**src/hdl/alu_op_pkg.sv**
```systemverilog
package alu_op_pkg;

  // --------------------
  // opcode field
  // --------------------
  localparam int OP_W = 4;                          // opcode width

  // {funct7[5], funct3} style encoding
  localparam logic [OP_W-1:0] ADD_OP  = 4'b0000;    // op1 + op2
  localparam logic [OP_W-1:0] SUB_OP  = 4'b1000;    // op1 - op2
  localparam logic [OP_W-1:0] SLL_OP  = 4'b0001;    // logical left shift
  localparam logic [OP_W-1:0] PASS_OP = 4'b0011;    // result is op2
  localparam logic [OP_W-1:0] XOR_OP  = 4'b0100;    // bitwise xor
  localparam logic [OP_W-1:0] SRL_OP  = 4'b0101;    // logical right shift
  localparam logic [OP_W-1:0] SRA_OP  = 4'b1101;    // arithmetic right shift
  localparam logic [OP_W-1:0] OR_OP   = 4'b0110;    // bitwise or
  localparam logic [OP_W-1:0] AND_OP  = 4'b0111;    // bitwise and

  // --------------------
  // decoded control
  // --------------------
  typedef enum logic [2:0] {
    AL_ADD  = 3'd0,                                 // sum
    AL_SUB  = 3'd1,                                 // difference
    AL_XOR  = 3'd2,
    AL_OR   = 3'd3,
    AL_AND  = 3'd4,
    AL_PASS = 3'd5,                                 // forward op2
    AL_ZERO = 3'd6                                  // path contributes nothing
  } al_mode_e;

  // steers the shifter and the arith/logic path
  typedef struct packed {
    logic     shift_en;                             // result comes from shifter
    logic     shift_left;                           // reverse operand for sll
    logic     shift_arith;                          // sign fill for sra
    al_mode_e al_mode;                              // arith/logic operation
  } alu_ctrl_t;

endpackage

```
**src/hdl/alu_data_pkg.sv**
```systemverilog
package alu_data_pkg;

  // --------------------
  // datapath
  // --------------------
  localparam int DATA_W = 32;                       // operand and result width

  // --------------------
  // flow control
  // --------------------
  // queue slots, also the source's credits after reset
  localparam int RES_QUEUE_DEPTH = 4;

  // most output credits the sink may have outstanding
  localparam int SINK_CREDITS_MAX = 8;

  // counter must hold 0 .. SINK_CREDITS_MAX
  localparam int CREDIT_W = $clog2(SINK_CREDITS_MAX + 1);

endpackage

```
**src/hdl/alu_mode_decode.sv**
```systemverilog
`timescale 1ns/10ps

module alu_mode_decode (
  input  logic [alu_op_pkg::OP_W-1:0] i_op,         // raw opcode
  output alu_op_pkg::alu_ctrl_t       o_ctrl        // decoded control word
);

  always_comb begin
    // default is the unknown-opcode word, both paths silent
    o_ctrl.shift_en    = 1'b0;
    o_ctrl.shift_left  = 1'b0;
    o_ctrl.shift_arith = 1'b0;
    o_ctrl.al_mode     = alu_op_pkg::AL_ZERO;

    case (i_op)
      alu_op_pkg::ADD_OP:  o_ctrl.al_mode = alu_op_pkg::AL_ADD;
      alu_op_pkg::SUB_OP:  o_ctrl.al_mode = alu_op_pkg::AL_SUB;
      alu_op_pkg::XOR_OP:  o_ctrl.al_mode = alu_op_pkg::AL_XOR;
      alu_op_pkg::OR_OP:   o_ctrl.al_mode = alu_op_pkg::AL_OR;
      alu_op_pkg::AND_OP:  o_ctrl.al_mode = alu_op_pkg::AL_AND;
      alu_op_pkg::PASS_OP: o_ctrl.al_mode = alu_op_pkg::AL_PASS;
      alu_op_pkg::SLL_OP: begin
        o_ctrl.shift_en   = 1'b1;                   // arith path stays at zero
        o_ctrl.shift_left = 1'b1;                   // bit-reverse around the shifter
      end
      alu_op_pkg::SRL_OP: begin
        o_ctrl.shift_en = 1'b1;                     // zero fill
      end
      alu_op_pkg::SRA_OP: begin
        o_ctrl.shift_en    = 1'b1;
        o_ctrl.shift_arith = 1'b1;                  // sign fill
      end
      default: begin
        o_ctrl.al_mode = alu_op_pkg::AL_ZERO;       // merged result is zero
      end
    endcase
  end

endmodule

```
**src/hdl/alu_pipe_reg.sv**
```systemverilog
`timescale 1ns/10ps

module alu_pipe_reg #(
  parameter type T = logic                          // stage payload
) (
  input  logic clk,
  input  logic i_rst_n,
  input  logic i_valid,                             // payload qualifier
  input  T     i_data,
  output logic o_valid,
  output T     o_data
);

  // valid bit, the only control state here
  always_ff @(posedge clk) begin
    if (!i_rst_n) begin
      o_valid <= 1'b0;
    end else begin
      o_valid <= i_valid;
    end
  end

  // payload holds its last value through bubbles
  always_ff @(posedge clk) begin
    if (i_valid) begin
      o_data <= i_data;
    end
  end

endmodule

```
**src/hdl/alu_shifter.sv**
```systemverilog
`timescale 1ns/10ps

module alu_shifter #(
  parameter int DWIDTH = 32                         // operand width
) (
  input  logic [DWIDTH-1:0]     i_op1,              // value to shift
  input  logic [DWIDTH-1:0]     i_op2,              // low bits hold the amount
  input  alu_op_pkg::alu_ctrl_t i_ctrl,
  output logic [DWIDTH-1:0]     o_result            // zero unless shift_en
);

  localparam int SH_W = $clog2(DWIDTH);             // shift amount width

  logic [SH_W-1:0]   shamt;
  logic [DWIDTH-1:0] op1_rev;                       // op1 bit-reversed
  logic [DWIDTH-1:0] shift_in;                      // operand seen by the right shifter
  logic              fill;                          // bit shifted in from the top
  logic [DWIDTH:0]   shift_ext;                     // one extra bit carries the fill
  logic [DWIDTH-1:0] shift_out;
  logic [DWIDTH-1:0] shift_out_rev;

  assign shamt = i_op2[SH_W-1:0];

  // --------------------
  // bit reversal
  // --------------------
  always_comb begin
    for (int i = 0; i < DWIDTH; i++) begin
      op1_rev[i]       = i_op1[DWIDTH-1-i];
      shift_out_rev[i] = shift_out[DWIDTH-1-i];
    end
  end

  // a left shift is a right shift on the reversed operand
  assign shift_in = i_ctrl.shift_left ? op1_rev : i_op1;

  // --------------------
  // single right shifter
  // --------------------
  assign fill      = i_ctrl.shift_arith & shift_in[DWIDTH-1];       // sra only
  assign shift_ext = $signed({fill, shift_in}) >>> shamt;           // fill replicates
  assign shift_out = shift_ext[DWIDTH-1:0];

  // undo the reversal for sll, gate off for non-shift ops
  always_comb begin
    if (!i_ctrl.shift_en) begin
      o_result = '0;
    end else if (i_ctrl.shift_left) begin
      o_result = shift_out_rev;
    end else begin
      o_result = shift_out;
    end
  end

endmodule

```
**src/hdl/alu_arith_logic.sv**
```systemverilog
`timescale 1ns/10ps

module alu_arith_logic #(
  parameter int DWIDTH = 32                         // operand width
) (
  input  logic [DWIDTH-1:0]     i_op1,
  input  logic [DWIDTH-1:0]     i_op2,
  input  logic [DWIDTH-1:0]     i_shift_result,     // already gated by the shifter
  input  alu_op_pkg::alu_ctrl_t i_ctrl,
  output logic [DWIDTH-1:0]     o_result            // merged alu result
);

  logic [DWIDTH-1:0] al_result;                     // gated arith/logic value
  logic [DWIDTH-1:0] sum;
  logic [DWIDTH-1:0] diff;

  // --------------------
  // add / subtract
  // --------------------
  assign sum  = i_op1 + i_op2;                      // wraps modulo 2^DWIDTH
  assign diff = i_op1 - i_op2;                      // op1 minus op2

  // --------------------
  // mode select
  // --------------------
  always_comb begin
    case (i_ctrl.al_mode)
      alu_op_pkg::AL_ADD:  al_result = sum;
      alu_op_pkg::AL_SUB:  al_result = diff;
      alu_op_pkg::AL_XOR:  al_result = i_op1 ^ i_op2;
      alu_op_pkg::AL_OR:   al_result = i_op1 | i_op2;
      alu_op_pkg::AL_AND:  al_result = i_op1 & i_op2;
      alu_op_pkg::AL_PASS: al_result = i_op2;       // pass operand 2
      default:             al_result = '0;          // AL_ZERO and unused codes
    endcase
  end

  // only one path is non-zero for any decoded op, so OR merges them
  assign o_result = al_result | i_shift_result;

endmodule

```
**src/hdl/alu_result_queue.sv**
```systemverilog
`timescale 1ns/10ps

module alu_result_queue #(
  parameter int DWIDTH = 32,                        // result width
  parameter int DEPTH  = 4                          // entries
) (
  input  logic              clk,
  input  logic              i_rst_n,
  input  logic              i_push,                 // result from stage 2
  input  logic [DWIDTH-1:0] i_data,
  input  logic              i_res_credit,           // sink grants one credit
  output logic              o_res_valid,            // result leaves this cycle
  output logic [DWIDTH-1:0] o_result,
  output logic              o_op_credit             // one credit back to the source
);

  localparam int PTR_W = (DEPTH > 1) ? $clog2(DEPTH) : 1;
  localparam int CNT_W = $clog2(DEPTH + 1);         // holds 0 .. DEPTH

  logic [DWIDTH-1:0]                   mem [DEPTH];  // storage, no reset
  logic [PTR_W-1:0]                    wr_ptr;
  logic [PTR_W-1:0]                    rd_ptr;
  logic [CNT_W-1:0]                    count;        // entries held
  logic [alu_data_pkg::CREDIT_W-1:0]   credit_cnt;   // output credits held
  logic                                full;
  logic                                empty;
  logic                                wr_en;
  logic                                pop;

  assign empty = (count == '0);
  assign full  = (count == CNT_W'(DEPTH));
  assign wr_en = i_push && !full;                   // source credits keep this true
  assign pop   = !empty && (credit_cnt != '0);      // entry and credit both needed

  // --------------------
  // storage and pointers
  // --------------------
  always_ff @(posedge clk) begin
    if (wr_en) begin
      mem[wr_ptr] <= i_data;
    end
  end

  always_ff @(posedge clk) begin
    if (!i_rst_n) begin
      wr_ptr <= '0;
      rd_ptr <= '0;
    end else begin
      if (wr_en) begin
        wr_ptr <= (wr_ptr == PTR_W'(DEPTH - 1)) ? '0 : wr_ptr + 1'b1;   // wrap
      end
      if (pop) begin
        rd_ptr <= (rd_ptr == PTR_W'(DEPTH - 1)) ? '0 : rd_ptr + 1'b1;
      end
    end
  end

  // occupancy, push and pop may coincide
  always_ff @(posedge clk) begin
    if (!i_rst_n) begin
      count <= '0;
    end else begin
      case ({wr_en, pop})
        2'b10:   count <= count + 1'b1;
        2'b01:   count <= count - 1'b1;
        default: count <= count;                    // none or both
      endcase
    end
  end

  // --------------------
  // output credits
  // --------------------
  always_ff @(posedge clk) begin
    if (!i_rst_n) begin
      credit_cnt <= '0;
    end else begin
      case ({i_res_credit, pop})
        2'b10:   credit_cnt <= credit_cnt + 1'b1;   // grant
        2'b01:   credit_cnt <= credit_cnt - 1'b1;   // spend
        default: credit_cnt <= credit_cnt;
      endcase
    end
  end

  // show-ahead read, head entry is always on o_result
  assign o_result    = mem[rd_ptr];
  assign o_res_valid = pop;
  assign o_op_credit = pop;                         // freed slot goes back to the source

endmodule

```
**src/hdl/alu_top.sv**
```systemverilog
`timescale 1ns/10ps

module alu_top #(
  parameter int DWIDTH      = alu_data_pkg::DATA_W,           // operand width
  parameter int QUEUE_DEPTH = alu_data_pkg::RES_QUEUE_DEPTH   // result slots
) (
  input  logic                        clk,
  input  logic                        i_rst_n,
  // source side
  input  logic                        i_op_valid,   // only while a credit is held
  input  logic [alu_op_pkg::OP_W-1:0] i_op,
  input  logic [DWIDTH-1:0]           i_op1,
  input  logic [DWIDTH-1:0]           i_op2,
  output logic                        o_op_credit,  // one pulse per freed slot
  // sink side
  input  logic                        i_res_credit, // one pulse per granted credit
  output logic                        o_res_valid,
  output logic [DWIDTH-1:0]           o_result
);

  // --------------------
  // stage payloads
  // --------------------
  typedef struct packed {
    logic [DWIDTH-1:0]     op1;
    logic [DWIDTH-1:0]     op2;
    alu_op_pkg::alu_ctrl_t ctrl;                    // decoded before stage 1
  } stage1_t;

  typedef struct packed {
    logic [DWIDTH-1:0] result;
  } stage2_t;

  alu_op_pkg::alu_ctrl_t ctrl_dec;                  // decoder output
  stage1_t               s1_in;
  stage1_t               s1_out;
  logic                  s1_valid;
  logic [DWIDTH-1:0]     shift_res;                 // shifter path
  logic [DWIDTH-1:0]     exe_res;                   // merged result
  stage2_t               s2_in;
  stage2_t               s2_out;
  logic                  s2_valid;

  // decode in the accept cycle
  alu_mode_decode u_decode (
    .i_op   (i_op),
    .o_ctrl (ctrl_dec)
  );

  assign s1_in = '{op1: i_op1, op2: i_op2, ctrl: ctrl_dec};

  alu_pipe_reg #(.T(stage1_t)) u_stage1 (
    .clk     (clk),
    .i_rst_n (i_rst_n),
    .i_valid (i_op_valid),
    .i_data  (s1_in),
    .o_valid (s1_valid),
    .o_data  (s1_out)
  );

  // --------------------
  // execute between stages
  // --------------------
  alu_shifter #(.DWIDTH(DWIDTH)) u_shifter (
    .i_op1    (s1_out.op1),
    .i_op2    (s1_out.op2),
    .i_ctrl   (s1_out.ctrl),
    .o_result (shift_res)
  );

  alu_arith_logic #(.DWIDTH(DWIDTH)) u_arith_logic (
    .i_op1          (s1_out.op1),
    .i_op2          (s1_out.op2),
    .i_shift_result (shift_res),
    .i_ctrl         (s1_out.ctrl),
    .o_result       (exe_res)
  );

  assign s2_in = '{result: exe_res};

  alu_pipe_reg #(.T(stage2_t)) u_stage2 (
    .clk     (clk),
    .i_rst_n (i_rst_n),
    .i_valid (s1_valid),
    .i_data  (s2_in),
    .o_valid (s2_valid),
    .o_data  (s2_out)
  );

  // stage 2 pushes straight into the queue, no stall path
  alu_result_queue #(.DWIDTH(DWIDTH), .DEPTH(QUEUE_DEPTH)) u_queue (
    .clk          (clk),
    .i_rst_n      (i_rst_n),
    .i_push       (s2_valid),
    .i_data       (s2_out.result),
    .i_res_credit (i_res_credit),
    .o_res_valid  (o_res_valid),
    .o_result     (o_result),
    .o_op_credit  (o_op_credit)
  );

endmodule

```
**config.mk**
```make
export PLATFORM = sky130hd
export DESIGN_NAME = alu_top
export DESIGN_NICKNAME = d
export VERILOG_FILES = /design/src/hdl/alu_op_pkg.sv /design/src/hdl/alu_data_pkg.sv /design/src/hdl/alu_mode_decode.sv /design/src/hdl/alu_pipe_reg.sv /design/src/hdl/alu_shifter.sv /design/src/hdl/alu_arith_logic.sv /design/src/hdl/alu_result_queue.sv /design/src/hdl/alu_top.sv
export SDC_FILE = /design/constraint.sdc
export NUM_CORES = 1
export LEC_CHECK = 0
export ABC_AREA = 1
export BUFFER_PORTS_ARGS = -buffer_cell sky130_fd_sc_hd__buf_2
export CAP_MARGIN = 20
export CELL_PAD_IN_SITES_DETAIL_PLACEMENT = 1
export CELL_PAD_IN_SITES_GLOBAL_PLACEMENT = 1
export CORE_ASPECT_RATIO = 0.7
export CORE_UTILIZATION = 50
export CTS_CLUSTER_SIZE = 10
export DETAILED_ROUTE_END_ITERATION = 8
export GPL_ROUTABILITY_DRIVEN = 0
export PLACE_DENSITY_LB_ADDON = 0.1
export SLEW_MARGIN = 5
export SYNTH_ARGS = -nofsm -noshare
export SYNTH_HDL_FRONTEND = slang
export SYNTH_SLANG_ARGS = --single-unit
export TNS_END_PERCENT = 100
```
**constraint.sdc**
```tcl
create_clock -name clk -period 8.3 [get_ports clk]
set_input_delay 0.83 -clock clk [delete_from_list [all_inputs] [get_ports clk]]
set_output_delay 0.83 -clock clk [all_outputs]
set_load 0.05 [all_outputs]
```
==> results of run 1 <==
-- metal layers --
metal | share of wire [%] | track usage (%) | up-vias
met1 | 43 | 51.4 | 7588
met3 | 12 | 9.37 | 117
met4 | 2.6 | 9.39 | 0
li1 | - | - | 7064
met2 | 43 | 55.0 | 782
met5 | 0 | 0 | -
-- worst reg2reg max path: cells and delay by family, from the launching register on --
kind                       cells  cell delay [ns]
and+or+nand+nor               15             2.03
adders and majority gates      2             0.81
DFF                            1             0.36
xor gates and xnor gates       1             0.13
buffers and inverters          3             0.94
AOI/OAI and AO/OA              1             0.32
-- cells in the final DEF, fill, tap and decap left out, types with 14 or more instances in the layout --
| cell type | n |
|---|---|
| nand2_1 | 562 |
| nand3_1 | 289 |
| inv_1 | 235 |
| edfxtp_1 | 230 |
| nor2_1 | 166 |
| o21ai_0 | 132 |
| ha_1 | 105 |
| buf_2 | 104 |
| a21oi_1 | 60 |
| o22ai_1 | 38 |
| xor2_1 | 31 |
| clkbuf_16 | 29 |
| buf_4 | 22 |
| a211oi_1 | 20 |
| dfxtp_1 | 14 |
-- sequential cells by signal, summed over array words and instances (netlist names), 2 cells and up, named ones only --
name / flops
u_queue.wr_ptr: 2
u_queue.count: 3
u_queue.mem: 128
u_queue.rd_ptr: 2
u_stage2.o_data: 32
u_queue.credit_cnt: 4
u_stage1.o_data: 70
-- logic make-up (layout without fill, tap and decap cells) --
kind of cell | after synthesis | after routing
compound gates | 283 | 283
xor+xnor | 38 | 38
fa+ha+maj | 108 | 108
buf+inv | 326 | 413
flops | 245 | 245
simple gates | 1060 | 1060
-- metrics by stage --
| step | hold WS, ns | instances | cell area (um2) | power, W | setup slack, ns |
|---|---|---|---|---|---|
| global placement | 0.428 | 2521 | 17100 | 0.00308 | 3.81 |
| finish | 0.426 | 2567 | 18000 | 0.00433 | 3.47 |
| detailed placement | 0.438 | 2521 | 17100 | 0.00314 | 3.69 |
| CTS | 0.413 | 2565 | 17900 | 0.00429 | 3.69 |
| global route | 0.414 | 2567 | 18000 | 0.00452 | 3.03 |
| floorplan | 0.422 | 2060 | 16300 | 0.00265 | 4.87 |
-- worst min path at each step --
stage	startpoint	endpoint	slack (ns)	cells past startpoint
global route	i_op2[16]	u_stage1.o_data[22]	0.41	1
global placement	u_stage1.o_valid	u_stage2.o_valid	0.43	2
finish	i_op1[3]	u_stage1.o_data[41]	0.43	1
floorplan	u_queue.credit_cnt[0]	u_queue.credit_cnt[0]	0.42	1
detailed placement	u_stage1.o_valid	u_stage2.o_valid	0.44	2
CTS	i_op2[16]	u_stage1.o_data[22]	0.41	1
-- power by group --
group          internal (W)  switching [W]  total (W)
sequential          0.00147       0.000109    0.00158
clock              0.000645       0.000504    0.00115
combinational      0.000428        0.00117    0.00160
total               0.00254        0.00179    0.00433
-- cell type report --
| cell class | count | area [um2] |
|---|---|---|
| clock buffers | 40 | 777 |
| multi-input cells | 1489 | 7810 |
| well taps | 420 | 526 |
| flip-flops and latches | 245 | 7210 |
| fillers | 3950 | 13600 |
| inverters | 242 | 911 |
| clock inverters | 4 | 36.3 |
| repair buffers | 127 | 713 |
==> results.sh, run 1 <==
export IMPL_antenna_found_initial=1
export IMPL_hp_class="primary input to register"
export IMPL_power_leakage_nw=8.25
export IMPL_arrival_ns=5.16
export IMPL_r2r_end="u_stage2.o_data[26]"
export IMPL_num_vias=15600
export IMPL_synth_compound_area_share_pct=10.0
export IMPL_drc=0
export IMPL_htreeDepth=1
export IMPL_start_kind="register"
export IMPL_fmax_mhz=207
export IMPL_synth_nets=2240
export IMPL_period_share_pct=58.1
export IMPL_synth_seq_area_share_pct=44.3
export IMPL_synth_xor_xnor_area_share_pct=2.04
export IMPL_wl_um=60200
export IMPL_max_stage_delay_ns=0.59
export IMPL_yosys_area_top_type="edfxtp_1"
export IMPL_cts_buffer_depth=3
export IMPL_hold_violations=0
export IMPL_die_area_um2=33300
export IMPL_synth_seq_cells=245
export IMPL_grt_start_max_net_pins=72
export IMPL_yosys_top_cells_count="562 x nand2_1, 290 x nand3_1, 235 x inv_1"
export IMPL_relSlewSlack_pct=29.4
export IMPL_muxShareOfSynthArea_pct=0
export IMPL_worstPathCellList="buf_4, inv_2, ha_1, nand3_1, nor2_1, nand2_1, nor2_2, nand2_1, o21ai_0, xor2_1, ha_1, nand2_1, nor2_1, nand2_1, nor3_1, nand2_1, nand2_1, nand2_1, nand3_1, nand2_1, inv_1, nand2_1"
export IMPL_synth_edf_count=230
export IMPL_grt_first_pass_wirelength_um=91600
export IMPL_dp_hpwl_um=44600
export IMPL_synthSimpleGateAreaFrac_pct=27.4
export IMPL_wire_per_inst_um=23.4
export IMPL_numCtsBuffers=29
export IMPL_portBuffers=105
export IMPL_reg2regPathDepth=22
export IMPL_final_min_clock_period_ns=4.83
export IMPL_drv_cap=0
export IMPL_drtPass1Iterations=5
export IMPL_synth_top_area_share_pct=42.4
export IMPL_grt_usage_pct=36.3
export IMPL_cp_max_fo=38
export IMPL_synth_area_leaders="edfxtp_1 42%, nand2_1 13%, nand3_1 8.9%, ha_1 8.1%, inv_1 5.4%"
export IMPL_fin_nets=2314
export IMPL_syn_area_per_cell_um2=7.90
export IMPL_ff2ff_setup_slack_ns=3.47
export IMPL_finalSetupTns_ns=0
export IMPL_die_w_um=218
export IMPL_worstMarginPinSlew_ns=1.06
export IMPL_synthAdderAreaFrac_pct=8.44
export IMPL_grt_pass1_vias=15700
export IMPL_maxSlewViolCount=0
export IMPL_cp_buffers_inverters=3
export IMPL_finClkSkew_ns=0.0207
export IMPL_crit_end="u_stage2.o_data[26]"
export IMPL_cp_slowest_cell="inv_2"
export IMPL_clk_pin_slew_ns=0.07
export IMPL_synth_area_um2=16300
export IMPL_critical_path_required_ns=8.63
export IMPL_final_core_util_pct=56.9
export IMPL_synthArstFlopShare_pct=0
export IMPL_timing_rr_start="u_stage1.o_data[7]"
export IMPL_area_growth_pct=10.4
export IMPL_setup_viol=0
export IMPL_synthFlopType="edfxtp_1"
export IMPL_crit_type="register to register"
export IMPL_powerDensity_nw_per_um2=241
export IMPL_diodes=0
export IMPL_cts_tree="done"
export IMPL_synthCells=2060
export IMPL_drt_iter0_drc=1604
export IMPL_ys_types=46
export IMPL_rsz0062_at_grt="false"
export IMPL_clkLatencyLatePin_ns=0.58
export IMPL_drtAntennaViolNets=0
export IMPL_die_y_um=153
export IMPL_clock_sinks=245
export IMPL_yosys_warnings=0
export IMPL_synth_top_family_by_area="simple AND/OR/NAND/NOR gates"
export IMPL_via_per_inst=6.06
export IMPL_cp_end_kind="register"
export IMPL_ioPinCount=106
export IMPL_ctsHoldBuffers=0
export IMPL_num_rows=54
export IMPL_core_um2=31600
export IMPL_clockRootBuffer="clkbuf_16"
export IMPL_cp_top_family="simple AND/OR/NAND/NOR gates"
export IMPL_drive_above_1_share_pct=8.71
export IMPL_crit_top_cell="nand2_1"
export IMPL_status="complete, no violations"
export IMPL_post_cts_resized=0
export IMPL_synth_most_common_cell="nand2_1"
export IMPL_grt_ovfl_total=0
export IMPL_start_util_pct=51.5
export IMPL_cp_depth=22
export IMPL_postCtsSetupBuffers=0
export IMPL_startpoint="u_stage1.o_data[7]"
export IMPL_worst_ir_drop_vdd_uv=254
Note: power is estimated with default switching activity, not from simulation.
==> run 2, diff against run 1 <==
ABC_AREA = 0   (was 1)
clock period = 4.9 ns   (was 8.3 ns; I/O delays follow)
==> run 2 against run 1 <==
Compared with the run above:
- utilization up 0.077 points
- maximum frequency grew 4.5%
- sequential cell count unchanged
- register-to-register slack worse by 3.2 ns
- global-route usage down 6.1 points
- clock-buffer cell count rose by 11
- sequential power increased by 70%
==> results.sh, run 2 <==
export IMPL_dp_hpwl_um=35500
export IMPL_crit_type="register to register"
export IMPL_drive_above_1_share_pct=18.3
export IMPL_critical_path_required_ns=5.34
export IMPL_synth_area_leaders="edfxtp_1 45%, mux4_2 9.6%, ha_1 8.6%, nand2_1 3.4%, o21ai_0 3.2%"
export IMPL_cts_buffer_depth=3
export IMPL_fin_cells=1853
export IMPL_synth_compound_area_share_pct=14.7
export IMPL_start_kind="register"
export IMPL_cp_max_fo=8
export IMPL_synth_top_area_share_pct=45.3
export IMPL_relSlewSlack_pct=33.1
export IMPL_clkLatencyLatePin_ns=0.58
export IMPL_finClkSkew_ns=0.0417
export IMPL_final_core_util_pct=56.9
export IMPL_muxShareOfSynthArea_pct=12.0
export IMPL_grt_first_pass_wirelength_um=69600
export IMPL_worst_ir_drop_vdd_uv=277
export IMPL_synth_area_um2=15200
export IMPL_synthCells=1322
export IMPL_setup_viol=0
export IMPL_maxSlewViolCount=0
export IMPL_grt_start_max_net_pins=45
export IMPL_dp_cells=1801
export IMPL_p_total_w=0.00678
export IMPL_num_vias=11400
export IMPL_num_rows=53
export IMPL_reg2regPathDepth=15
export IMPL_fin_nets=1599
export IMPL_die_y_um=148
export IMPL_post_cts_resized=0
export IMPL_portBuffers=105
export IMPL_syn_area_per_cell_um2=11.5
export IMPL_synth_seq_area_share_pct=47.3
export IMPL_synthAdderAreaFrac_pct=9.02
export IMPL_htreeDepth=1
export IMPL_period_share_pct=94.3
export IMPL_postCtsSetupBuffers=0
export IMPL_synthFlopType="edfxtp_1"
export IMPL_drtAntennaViolNets=0
export IMPL_synthArstFlopShare_pct=0
export IMPL_numCtsBuffers=28
export IMPL_grt_pass1_vias=11200
export IMPL_hold_violations=0
export IMPL_yosys_warnings=0
export IMPL_holdPathStages=1
export IMPL_die_w_um=211
export IMPL_finalSetupTns_ns=0
export IMPL_rsz0062_at_grt="false"
export IMPL_layout_commonest_cell="edfxtp_1"
export IMPL_synthSimpleGateAreaFrac_pct=9.31
export IMPL_area_growth_pct=12.0
export IMPL_synth_most_common_cell="edfxtp_1"
export IMPL_clk_pin_slew_ns=0.06
export IMPL_synth_edf_count=230
export IMPL_core_um2=30000
export IMPL_largest_reg_flops=128
export IMPL_clockRootBuffer="clkbuf_16"
export IMPL_grt_usage_pct=30.2
export IMPL_fmax_mhz=217
export IMPL_antenna_found_initial=1
export IMPL_synth_seq_cells=245
export IMPL_worstMarginPinSlew_ns=1.00
export IMPL_drt_iter0_drc=1304
export IMPL_grt_ovfl_total=0
export IMPL_wl_um=46700
export IMPL_power_leakage_nw=6.45
export IMPL_final_min_clock_period_ns=4.62
export IMPL_layout_common_cells="230 x edfxtp_1, 137 x nand2_1, 105 x ha_1, 105 x buf_2, 97 x o21ai_0"
export IMPL_via_per_inst=6.15
export IMPL_top_register="u_queue.mem"
export IMPL_ctsHoldBuffers=0
export IMPL_drv_cap=0
export IMPL_ioPinCount=106
export IMPL_powerDensity_nw_per_um2=397
export IMPL_synth_xor_xnor_area_share_pct=3.56
export IMPL_start_util_pct=50.8
export IMPL_cp_end_kind="register"
export IMPL_synth_top_family_by_area="compound AO/OA/AOI/OAI gates"
export IMPL_hp_class="primary input to register"
export IMPL_nFillCells=3217
export IMPL_drtPass1Iterations=5
export IMPL_ys_types=75
export IMPL_cts_tree="done"
export IMPL_ff2ff_setup_slack_ns=0.28
export IMPL_clock_sinks=245
export IMPL_drc=0
export IMPL_status="complete, no violations"
export IMPL_wire_per_inst_um=25.2
export IMPL_yosys_area_top_type="edfxtp_1"
export IMPL_reg_top3="u_queue.mem x128, u_stage1.o_data x70, u_stage2.o_data x32"
export IMPL_die_area_um2=31200
export IMPL_diodes=0
export IMPL_arrival_ns=5.06
export IMPL_synth_nets=1502
export IMPL_yosys_top_cells_count="230 x edfxtp_1, 137 x nand2_1, 105 x ha_1"
## run 2: report_power, final
| group | switching [W] | internal (W) |
|---|---|---|
| combinational | 0.00136 | 0.000812 |
| clock | 0.000815 | 0.00110 |
| sequential | 0.000213 | 0.00248 |
## run 2: area by class of cell
type / count / area (um2) / share of cell area [%]
multi-input combinational: 920 / 7420 / 43.5
sequential: 245 / 7210 / 42.2
clock buffer: 51 / 807 / 4.73
timing repair buffer: 136 / 758 / 4.44
tap: 412 / 515 / 3.02
inverter: 88 / 330 / 1.94
clock inverter: 1 / 30.0 / 0.176
## run 2: critical path, stage by stage (launching register included)
cell and delay [ns]:
edfxtp_1 0.48, or4_4 0.60, nor3_2 0.24, nand3_1 0.16, o41ai_1 0.56, xnor2_1 0.14
ha_1 0.40, nand2_1 0.10, o21ai_0 0.11, a211o_1 0.32, o32a_1 0.35, o41ai_2 0.06
buf_4 0.20, o2111ai_1 0.13, or4_1 0.51, nand3_1 0.12
## run 2: cell families after synthesis
kind of cell | after synthesis
mux | 101
flops | 245
fa+ha+maj | 108
buf+inv | 157
xor+xnor | 62
simple gates | 306
compound gates | 343
## run 2: layer usage
metal  global-route usage, %  up-vias  wire [um]  part of all wire (%)
met1                    45.6     5736      22000                    47
met4                    5.91        0        867                   1.9
li1                        -     5197          -                     -
met2                    45.2      415      20200                    43
met3                    5.99       49       3630                   7.8
met5                       0        -          0                     0
## run 2: stage by stage
step | hold slack (ns) | instance area [um2] | setup WS (ns)
final | 0.0796 | 17100 | 0.282
after global routing | 0.0676 | 17100 | 0.109
after CTS | 0.0601 | 17100 | 0.410
after detailed placement | 0.491 | 16200 | 0.426
after global placement | 0.480 | 16200 | 0.568
after floorplan | 0.459 | 15200 | 0.446
## run 2: path summary, 6_finish.rpt
check,start,to
max,u_stage1.o_data[17],u_stage2.o_data[31]
min,i_op2[31],u_stage1.o_data[37]
max reg2reg,u_stage1.o_data[17],u_stage2.o_data[31]
min reg2reg,u_stage2.o_data[2],u_queue.mem[2][2]
